**config.mk**
```make
export PLATFORM = sky130hd
export DESIGN_NAME = cpu
export DESIGN_NICKNAME = d
export VERILOG_FILES = /design/src/cpu_pkg.sv /design/src/addr_gen.sv /design/src/alu.sv /design/src/cpu.sv /design/src/decoder.sv /design/src/gpr.sv /design/src/hazard.sv
export VERILOG_INCLUDE_DIRS = /design/src
export SDC_FILE = /design/constraint.sdc
export NUM_CORES = 2
export LEC_CHECK = 0
export BUFFER_PORTS_ARGS = -buffer_cell sky130_fd_sc_hd__buf_2
export CORE_AREA = 2 2 380 382
export DETAILED_ROUTE_END_ITERATION = 7
export DIE_AREA = 0 0 382 384
export GPL_TIMING_DRIVEN = 0
export PLACE_DENSITY_LB_ADDON = 0.15
export SYNTH_ARGS = -nofsm -noshare
export SYNTH_HDL_FRONTEND = slang
export SYNTH_HIERARCHICAL = 1
export SYNTH_SLANG_ARGS = --single-unit
export TNS_END_PERCENT = 5
```
**constraint.sdc**
```tcl
create_clock -name clock_i -period 7.9 [get_ports clock_i]
set_input_delay 1.185 -clock clock_i [delete_from_list [all_inputs] [get_ports clock_i]]
set_output_delay 1.185 -clock clock_i [all_outputs]
set_load 0.05 [all_outputs]
```
**src/cpu_macros.svh**
```systemverilog
`ifndef CPU_MACROS_SVH
`define CPU_MACROS_SVH

// data and address width
`define CPU_XLEN 32

// architectural registers, x0 included
`define CPU_NREG 32

// first fetch address after reset
`define CPU_RESET_PC 32'h0000_0000

`endif

```
**src/cpu_pkg.sv**
```systemverilog
`include "cpu_macros.svh"

package cpu_pkg;

	// RV32I major opcodes handled by the core
	typedef enum logic [6:0] {
		opc_op     = 7'b0110011,
		opc_op_imm = 7'b0010011,
		opc_lui    = 7'b0110111,
		opc_load   = 7'b0000011,
		opc_store  = 7'b0100011,
		opc_branch = 7'b1100011,
		opc_jal    = 7'b1101111
	} opcode_e;

	typedef enum logic [3:0] {
		alu_add    = 4'd0,
		alu_sub    = 4'd1,
		alu_and    = 4'd2,
		alu_or     = 4'd3,
		alu_xor    = 4'd4,
		alu_slt    = 4'd5,
		alu_sll    = 4'd6,
		alu_srl    = 4'd7,
		alu_pass_b = 4'd8 // lui
	} alu_op_e;

	// all zero means bubble
	typedef struct packed {
		alu_op_e alu_op;
		logic    use_imm;
		logic    reg_write;
		logic    is_load;
		logic    is_store;
		logic    is_branch;
		logic    branch_ne;
		logic    is_jump;
	} ctrl_t;

	typedef struct packed {
		logic [`CPU_XLEN-1:0] pc;
		logic [31:0]          inst;
	} if_id_t;

	typedef struct packed {
		logic [`CPU_XLEN-1:0] pc;
		logic [`CPU_XLEN-1:0] rs1_val;
		logic [`CPU_XLEN-1:0] rs2_val;
		logic [`CPU_XLEN-1:0] imm;
		logic [4:0]           rs1;
		logic [4:0]           rs2;
		logic [4:0]           rd;
		ctrl_t                ctrl;
	} id_ex_t;

	typedef struct packed {
		logic [`CPU_XLEN-1:0] result;     // alu result, link or address
		logic [`CPU_XLEN-1:0] store_data;
		logic [4:0]           rd;
		logic                 reg_write;
		logic                 is_load;
		logic                 is_store;
	} ex_mem_t;

	typedef struct packed {
		logic [`CPU_XLEN-1:0] value;
		logic [4:0]           rd;
		logic                 reg_write;
	} mem_wb_t;

endpackage

```
**src/addr_gen.sv**
```systemverilog
`include "cpu_macros.svh"

module addr_gen import cpu_pkg::*; (
	input  ctrl_t                ctrl_i,
	input  logic [`CPU_XLEN-1:0] ex_pc_i,
	input  logic [`CPU_XLEN-1:0] imm_i,
	input  logic                 alu_zero_i,
	input  logic [`CPU_XLEN-1:0] fetch_pc_i,
	output logic                 redirect_o,
	output logic [`CPU_XLEN-1:0] npc_o,
	output logic [`CPU_XLEN-1:0] link_o
);
	logic take_branch;
	logic [`CPU_XLEN-1:0] target;
	logic [`CPU_XLEN-1:0] seq_pc;

	// alu ran sub, so zero means equal
	assign take_branch = ctrl_i.is_branch && (ctrl_i.branch_ne ? !alu_zero_i : alu_zero_i);

	assign target = ex_pc_i + imm_i;
	assign seq_pc = fetch_pc_i + `CPU_XLEN'(4);

	assign redirect_o = take_branch || ctrl_i.is_jump;
	assign npc_o = redirect_o ? target : seq_pc;

	assign link_o = ex_pc_i + `CPU_XLEN'(4); // jal rd value

endmodule

```
**src/alu.sv**
```systemverilog
`include "cpu_macros.svh"

module alu import cpu_pkg::*; (
	input  alu_op_e              op_i,
	input  logic [`CPU_XLEN-1:0] a_i,
	input  logic [`CPU_XLEN-1:0] b_i,
	output logic [`CPU_XLEN-1:0] result_o,
	output logic                 zero_o
);
	logic [4:0] shamt;
	logic less;

	assign shamt = b_i[4:0];
	assign less = $signed(a_i) < $signed(b_i);

	always_comb begin
		case (op_i)
			alu_add:
				result_o = a_i + b_i;
			alu_sub:
				result_o = a_i - b_i;
			alu_and:
				result_o = a_i & b_i;
			alu_or:
				result_o = a_i | b_i;
			alu_xor:
				result_o = a_i ^ b_i;
			alu_slt:
				result_o = {{(`CPU_XLEN-1){1'b0}}, less};
			alu_sll:
				result_o = a_i << shamt;
			alu_srl:
				result_o = a_i >> shamt; // logical only
			alu_pass_b:
				result_o = b_i;
			default:
				result_o = '0;
		endcase
	end

	assign zero_o = (result_o == '0);

endmodule

```
**src/cpu.sv**
```systemverilog
`include "cpu_macros.svh"

module cpu import cpu_pkg::*; (
	input  logic                 clock_i,
	input  logic                 rst_i,
	input  logic [31:0]          inst_i,
	input  logic [`CPU_XLEN-1:0] load_data_i,
	output logic [`CPU_XLEN-1:0] pc_o,
	output logic [`CPU_XLEN-1:0] address_o,
	output logic [`CPU_XLEN-1:0] store_data_o,
	output logic                 mem_load_o,
	output logic                 mem_store_o
);
	logic [`CPU_XLEN-1:0] pc;
	if_id_t if_id;
	id_ex_t id_ex;
	ex_mem_t ex_mem;
	mem_wb_t mem_wb;

	ctrl_t id_ctrl;
	logic [4:0] id_rs1, id_rs2, id_rd;
	logic [`CPU_XLEN-1:0] id_imm, id_rdata1, id_rdata2;
	logic stall, flush;

	logic [`CPU_XLEN-1:0] fwd_a, fwd_b, alu_b, alu_result;
	logic [`CPU_XLEN-1:0] ex_result, npc, link;
	logic alu_zero, redirect;

	logic [`CPU_XLEN-1:0] mem_value;

	// youngest matching writer wins
	function automatic logic [`CPU_XLEN-1:0] forward(input logic [4:0] idx,
			input logic [`CPU_XLEN-1:0] rval);
		if (ex_mem.reg_write && ex_mem.rd != 5'd0 && ex_mem.rd == idx)
			return mem_value;
		if (mem_wb.reg_write && mem_wb.rd != 5'd0 && mem_wb.rd == idx)
			return mem_wb.value;
		return rval;
	endfunction

	always_ff @(posedge clock_i) begin
		if (rst_i)
			pc <= `CPU_RESET_PC;
		else if (!stall)
			pc <= npc;
	end

	assign pc_o = pc;

	always_ff @(posedge clock_i) begin
		if (rst_i || flush) begin
			if_id <= '0;
		end else if (!stall) begin
			if_id.pc <= pc;
			if_id.inst <= inst_i;
		end
	end

	decoder decoder_i (
		.inst_i(if_id.inst),
		.ctrl_o(id_ctrl),
		.rs1_o(id_rs1),
		.rs2_o(id_rs2),
		.rd_o(id_rd),
		.imm_o(id_imm)
	);

	gpr gpr_i (
		.clock_i(clock_i),
		.rst_i(rst_i),
		.we_i(mem_wb.reg_write),
		.waddr_i(mem_wb.rd),
		.wdata_i(mem_wb.value),
		.raddr1_i(id_rs1),
		.raddr2_i(id_rs2),
		.rdata1_o(id_rdata1),
		.rdata2_o(id_rdata2)
	);

	hazard hazard_i (
		.rs1_i(id_rs1),
		.rs2_i(id_rs2),
		.ex_rd_i(id_ex.rd),
		.ex_is_load_i(id_ex.ctrl.is_load),
		.redirect_i(redirect),
		.stall_o(stall),
		.flush_o(flush)
	);

	always_ff @(posedge clock_i) begin
		if (rst_i || flush || stall)
			id_ex <= '0; // bubble
		else
			id_ex <= '{pc: if_id.pc, rs1_val: id_rdata1, rs2_val: id_rdata2, imm: id_imm,
				rs1: id_rs1, rs2: id_rs2, rd: id_rd, ctrl: id_ctrl};
	end

	always_comb begin
		fwd_a = forward(id_ex.rs1, id_ex.rs1_val);
		fwd_b = forward(id_ex.rs2, id_ex.rs2_val);
	end

	assign alu_b = id_ex.ctrl.use_imm ? id_ex.imm : fwd_b;

	alu alu_i (
		.op_i(id_ex.ctrl.alu_op),
		.a_i(fwd_a),
		.b_i(alu_b),
		.result_o(alu_result),
		.zero_o(alu_zero)
	);

	addr_gen addr_gen_i (
		.ctrl_i(id_ex.ctrl),
		.ex_pc_i(id_ex.pc),
		.imm_i(id_ex.imm),
		.alu_zero_i(alu_zero),
		.fetch_pc_i(pc),
		.redirect_o(redirect),
		.npc_o(npc),
		.link_o(link)
	);

	assign ex_result = id_ex.ctrl.is_jump ? link : alu_result;

	always_ff @(posedge clock_i) begin
		if (rst_i)
			ex_mem <= '0;
		else
			ex_mem <= '{result: ex_result, store_data: fwd_b, rd: id_ex.rd,
				reg_write: id_ex.ctrl.reg_write, is_load: id_ex.ctrl.is_load,
				is_store: id_ex.ctrl.is_store};
	end

	assign address_o = ex_mem.result;
	assign store_data_o = ex_mem.store_data;
	assign mem_load_o = ex_mem.is_load;
	assign mem_store_o = ex_mem.is_store;

	// load data arrives in the same cycle
	assign mem_value = ex_mem.is_load ? load_data_i : ex_mem.result;

	always_ff @(posedge clock_i) begin
		if (rst_i)
			mem_wb <= '0;
		else
			mem_wb <= '{value: mem_value, rd: ex_mem.rd, reg_write: ex_mem.reg_write};
	end

endmodule

```
**src/decoder.sv**
```systemverilog
`include "cpu_macros.svh"

module decoder import cpu_pkg::*; (
	input  logic [31:0]          inst_i,
	output ctrl_t                ctrl_o,
	output logic [4:0]           rs1_o,
	output logic [4:0]           rs2_o,
	output logic [4:0]           rd_o,
	output logic [`CPU_XLEN-1:0] imm_o
);
	opcode_e opcode;
	logic [2:0] funct3;
	logic [6:0] funct7;
	logic [`CPU_XLEN-1:0] imm_i, imm_s, imm_b, imm_u, imm_j;
	alu_op_e arith_op;
	logic arith_bad;
	logic known;
	ctrl_t ctrl;

	assign opcode = opcode_e'(inst_i[6:0]);
	assign funct3 = inst_i[14:12];
	assign funct7 = inst_i[31:25];
	assign rs1_o = inst_i[19:15];
	assign rs2_o = inst_i[24:20];
	assign rd_o = inst_i[11:7];

	assign imm_i = {{(`CPU_XLEN-12){inst_i[31]}}, inst_i[31:20]};
	assign imm_s = {{(`CPU_XLEN-12){inst_i[31]}}, inst_i[31:25], inst_i[11:7]};
	assign imm_b = {{(`CPU_XLEN-12){inst_i[31]}}, inst_i[7], inst_i[30:25], inst_i[11:8], 1'b0};
	assign imm_u = {inst_i[31:12], 12'b0};
	assign imm_j = {{(`CPU_XLEN-20){inst_i[31]}}, inst_i[19:12], inst_i[20], inst_i[30:21], 1'b0};

	// shared funct3 map for op and op_imm
	always_comb begin
		case (funct3)
			3'b000: arith_op = (opcode == opc_op && funct7[5]) ? alu_sub : alu_add;
			3'b001: arith_op = alu_sll;
			3'b010: arith_op = alu_slt;
			3'b100: arith_op = alu_xor;
			3'b101: arith_op = alu_srl;
			3'b110: arith_op = alu_or;
			3'b111: arith_op = alu_and;
			default: arith_op = alu_add; // sltu, not supported
		endcase
	end

	// sra, srai, sltu and the M extension fall out here
	assign arith_bad = (funct3 == 3'b011) ||
		(opcode == opc_op ?
			!(funct7 == 7'b0 || (funct7 == 7'b0100000 && funct3 == 3'b000)) :
			((funct3 == 3'b001 || funct3 == 3'b101) && funct7 != 7'b0));

	always_comb begin
		ctrl = '0;
		imm_o = '0;
		known = 1'b1;
		case (opcode)
			opc_op: begin
				ctrl.alu_op = arith_op;
				ctrl.reg_write = 1'b1;
				known = !arith_bad;
			end
			opc_op_imm: begin
				ctrl.alu_op = arith_op;
				ctrl.use_imm = 1'b1;
				ctrl.reg_write = 1'b1;
				imm_o = imm_i;
				known = !arith_bad;
			end
			opc_lui: begin
				ctrl.alu_op = alu_pass_b;
				ctrl.use_imm = 1'b1;
				ctrl.reg_write = 1'b1;
				imm_o = imm_u;
			end
			opc_load: begin
				ctrl.use_imm = 1'b1;
				ctrl.reg_write = 1'b1;
				ctrl.is_load = 1'b1;
				imm_o = imm_i;
				known = (funct3 == 3'b010); // lw only
			end
			opc_store: begin
				ctrl.use_imm = 1'b1;
				ctrl.is_store = 1'b1;
				imm_o = imm_s;
				known = (funct3 == 3'b010);
			end
			opc_branch: begin
				ctrl.alu_op = alu_sub; // zero flag does the compare
				ctrl.is_branch = 1'b1;
				ctrl.branch_ne = funct3[0];
				imm_o = imm_b;
				known = (funct3[2:1] == 2'b00);
			end
			opc_jal: begin
				ctrl.reg_write = 1'b1;
				ctrl.is_jump = 1'b1;
				imm_o = imm_j;
			end
			default: known = 1'b0;
		endcase
	end

	assign ctrl_o = known ? ctrl : '0;

endmodule

```
**src/gpr.sv**
```systemverilog
`include "cpu_macros.svh"

module gpr (
	input  logic                 clock_i,
	input  logic                 rst_i,
	input  logic                 we_i,
	input  logic [4:0]           waddr_i,
	input  logic [`CPU_XLEN-1:0] wdata_i,
	input  logic [4:0]           raddr1_i,
	input  logic [4:0]           raddr2_i,
	output logic [`CPU_XLEN-1:0] rdata1_o,
	output logic [`CPU_XLEN-1:0] rdata2_o
);
	logic [`CPU_XLEN-1:0] regs [`CPU_NREG];
	logic wr_en;

	assign wr_en = we_i && (waddr_i != 5'd0); // x0 stays zero

	always_ff @(posedge clock_i) begin
		if (rst_i) begin
			for (int i = 0; i < `CPU_NREG; i++)
				regs[i] <= '0;
		end else if (wr_en) begin
			regs[waddr_i] <= wdata_i;
		end
	end

	// write-back lands in decode the same cycle
	assign rdata1_o = (wr_en && waddr_i == raddr1_i) ? wdata_i : regs[raddr1_i];
	assign rdata2_o = (wr_en && waddr_i == raddr2_i) ? wdata_i : regs[raddr2_i];

endmodule

```
**src/hazard.sv**
```systemverilog
module hazard (
	input  logic [4:0] rs1_i,
	input  logic [4:0] rs2_i,
	input  logic [4:0] ex_rd_i,
	input  logic       ex_is_load_i,
	input  logic       redirect_i,
	output logic       stall_o,
	output logic       flush_o
);
	logic rd_hit;
	logic load_use;

	// sources of the decode instruction against the load in execute
	assign rd_hit = (ex_rd_i != 5'd0) && (ex_rd_i == rs1_i || ex_rd_i == rs2_i);
	assign load_use = ex_is_load_i && rd_hit;

	// flush wins over stall
	assign flush_o = redirect_i;
	assign stall_o = load_use && !redirect_i;

endmodule
```
==> results.md <==
| Quantity | Reported |
| --- | --- |
| DR WL/cell | 35.6 um |
| Share of the synthesized area in the top cell type | 0.374 |
| Ys flop type | edfxtp_1 |
| Maximum clock insertion buffer count | 3 |
| Global-route wire length before repair | 459000 um |
| Sequential cell area fraction in the yosys report | 0.462 |
| Peak fanout along the critical path | 10 |
| Total via count in the routed design | 64781 |
| Start-to-end type of the worst setup path | reg -> reg |
| Post-DP HPWL | 252000 um |
| Die area | 147000 sq um |
| Period utilisation layout | 1.02 |
| Setup repair after global routing missed its margin | yes |
| WP data required | 8.61 ns |
| Finished Cell Area | 93800 sq um |
| Worst IR drop on VDD | 0.224 mV |
| All-Layer GR Usage | 0.445 |
| Multiplexer share of the synthesized area | 0.193 |
| Cell taking the most area after synthesis | edfxtp_1 |
| Horizontal die dimension | 382 um |
| Port-buffer cells | 163 |
| DRC violation total after the first TritonRoute iteration | 9298 |
| Slew headroom | -0.0347 |
| Synth Area in XOR/XNOR | 0.0147 |
| Fmax | 125 MHz |
| Buffering stage count on the worst path with inverters included | 11 |
| Cells after Synth | 6822 |
| Slowest-stage cell, CP | or4_4 |
| Pwr Density | 209 nW/um^2 |
| I/O pins | 164 |
| First drt pass iteration count | 8 |
| Number of cell instances on the worst register-to-register path | 31 |
| Fraction of the mapped netlist area in adder cells | 0.0205 |
| Final global-route overflow total | 0 |
| Library cell with the highest instance count after synthesis | and2_1 |
| Worst min-delay path category | reg -> reg |
| Largest family of logic cells by synthesized area | multiplexers |
| Complex-gate fraction of the synthesized area | 0.0934 |
| Final-report max-slew violation count | 8 |
| Clock Sinks | 1384 |
| Run status | finished with violations |
| Height of the chip | 384 um |
| Placement-stage cell area | 85800 sq um |
| Fraction of final layout cells with drive strength greater than 1 | 0.227 |
| Synthesis Warnings | 6 |
| Post-route worst setup slack | -0.126 ns |
| Via count of the first global-routing pass | 62516 |
| Commonest cells post-synth | and2_1 (1167), edfxtp_1 (1024), mux4_2 (468) |
| Mean Syn Cell Area | 12.1 sq um |
| Number of buffers inserted during clock tree synthesis | 148 |
| Multi-input gate area | 41200 sq um |
| Share of flip-flops with an asynchronous set or reset after synthesis | 0 |
| Root Driver | clkbuf_16 |
| Main area contributors after synthesis | edfxtp_1 (37%), mux4_2 (13%), and2_1 (8.9%), dfxtp_1 (8.8%), mux2i_1 (3.5%) |
| Post-route minimum period | 8.03 ns |
| Simple logic cell fraction of the synthesized area | 0.162 |
| Synthesized flop and latch total | 1384 |
| Number of placed instances, taps included | 8934 |
| Biggest cell delay along the critical path | 0.62 ns |
| Levels on crit path | 31 |
| Net count reported at finish | 7499 |
| Count of fill cells added during filler insertion | 10733 |
| Clock-pin slew reported for the worst setup and hold paths after clock tree synthesis | 0.06 ns |
| Number of enable flip-flop cells after synthesis | 1024 |
| Worst hold stages | 1 |
| Worst Setup End Kind | flip-flop |
| Cell leakage power | 34.8 nW |
| Top cell family by delay on the critical path | simple AND/OR/NAND/NOR gates |
| Cell Count, Final, Fillers Out | 9329 |
| Number of nets with antenna violations after routing | 0 |
| Final routed DRC violation total | 0 |
| Number of vias per cell | 6.94 |
| Area taken by flip-flops and latches | 38000 sq um |
| Routed WL | 332000 um |
| Antenna violations before repair | 21 |
| Clock tree from TritonCTS | built |
| MaxCap Viol Count | 1 |
| Worst Setup Slack post-DPL | -5.77 ns |
| Number of different library cells in the post-synthesis netlist | 122 |
| Minimum hold slack | 0.420 ns |
| Area added between synthesis and finish | 14.2% |
| Count of final hold-check violations | 0 |
| Failing checks | max-capacitance violations, max-slew violations, negative setup slack |
| Post-Route Skew | 0.0512 ns |
| Transition time at the pin with the least slew margin | 1.51 ns |
| Critical Path Source Type | flip-flop |
| Worst Path Arrival | 8.74 ns |
| Core area | 143000 sq um |
| Starting Density | 0.576 |
| Setup violation total in the final timing report | 166 |
| Post-synthesis instance area | 82200 sq um |
| Routability cong. | 1.10 |
| H-tree levels | 4 |
| Skew-Pair Late Insertion Delay | 0.82 ns |
| Maximum number of pins on one net before global-route repair | 33 |
| FP Rows | 139 |
[worst register-to-register path, delay by kind of cell, from the launching register on]
kind,cells,cell delay [ns]
AO/OA/AOI/OAI,8,2.19
XOR/XNOR,1,0.13
multiplexers,1,0.38
AND/OR/NAND/NOR,10,2.85
buffers and inverters,11,2.01
flip-flops,1,0.38
[cells by family (layout without fill, tap and decap cells)]
family / Yosys count / count (layout)
other: 1 / 40
and+or+nand+nor: 2369 / 2369
muxes: 863 / 863
AOI/OAI and AO/OA: 1113 / 1113
adders and majority gates: 133 / 133
xor gates and xnor gates: 138 / 138
buffers and inverters: 821 / 1386
DFF: 1384 / 1384
[worst paths after layout]
check | slack (ns) | startpoint | to
max reg2reg | -0.13 | mem_wb[2] | id_ex[120]
min reg2reg | 0.42 | id_ex[5] | ex_mem[2]
min | 0.42 | id_ex[5] | ex_mem[2]
max | -0.13 | mem_wb[2] | id_ex[120]
[layout make-up]
type                    count  area share
repair buffers            307      0.0222
inverters                 116     0.00493
diodes                      8    0.000213
well taps                1903      0.0254
clock inverters            78      0.0103
multi-input cells        4648       0.439
plain buffers             695      0.0497
flip-flops and latches   1384       0.405
clock buffers             190      0.0434
[state kept, by name, summed over array words and instances, names as in the netlist]
| register | flops |
|---|---|
| pc_o | 32 |
| if_id | 64 |
| gpr_i/regs | 1024 |
| address_o | 32 |
| id_ex | 154 |
| store_data_o | 32 |
| mem_wb | 38 |
| mem_store_o | 1 |
| ex_mem | 6 |
| mem_load_o | 1 |
[power by group]
part           leakage [nW]  internal (mW)  switching, mW
Combinational          18.9           1.45           2.58
Sequential             13.5           8.09          0.238
Clock                  2.45           4.14           3.09
Total                  34.8           13.7           5.91
[per-stage QoR]
| stage | util | total power, mW | setup TNS [ns] |
|---|---|---|---|
| 6_report | 0.657 | 19.6 | -5.74 |
| 5_1_grt | 0.657 | 20.0 | -25.74 |
| 4_1_cts | 0.651 | 19.3 | 0 |
| 3_5_place_dp | 0.601 | 11.9 | -1207.96 |
| 3_3_place_gp | 0.599 | 11.9 | -1239.84 |
| 2_1_floorplan | - | 10.6 | 0 |
[cell usage in the layout (no fill, tap or decap), drive strengths merged, types with 51 or more instances in the layout]
master / count
o22ai: 266
buf: 647
xor2: 59
o21ai: 199
clkinv: 61
a211oi: 63
nand3: 83
a221oi: 51
a21oi: 160
nand2: 334
or4: 71
nor3: 61
mux2i: 288
xnor2: 79
ha: 130
mux4: 551
a21o: 77
nor4: 56
edfxtp: 1024
nor2: 354
dfxtp: 360
clkbuf: 542
inv: 115
and2: 1169
[what timing repair did]
item                                    CTS  global route
setup buffers                            96            31
gates cloned                              1             2
endpoints found under the setup margin  257           251
resized for setup                       339           157
pin swaps                                49            45
hold buffers                              0             0
[metal layers]
metal	global-route usage	vias up	share of wire
met5	0	-	0.00033
met4	0.298	16	0.080
met3	0.116	1174	0.12
met2	0.699	4955	0.46
met1	0.544	32080	0.34
li1	-	26556	-
(Power assumes the default switching activity.)
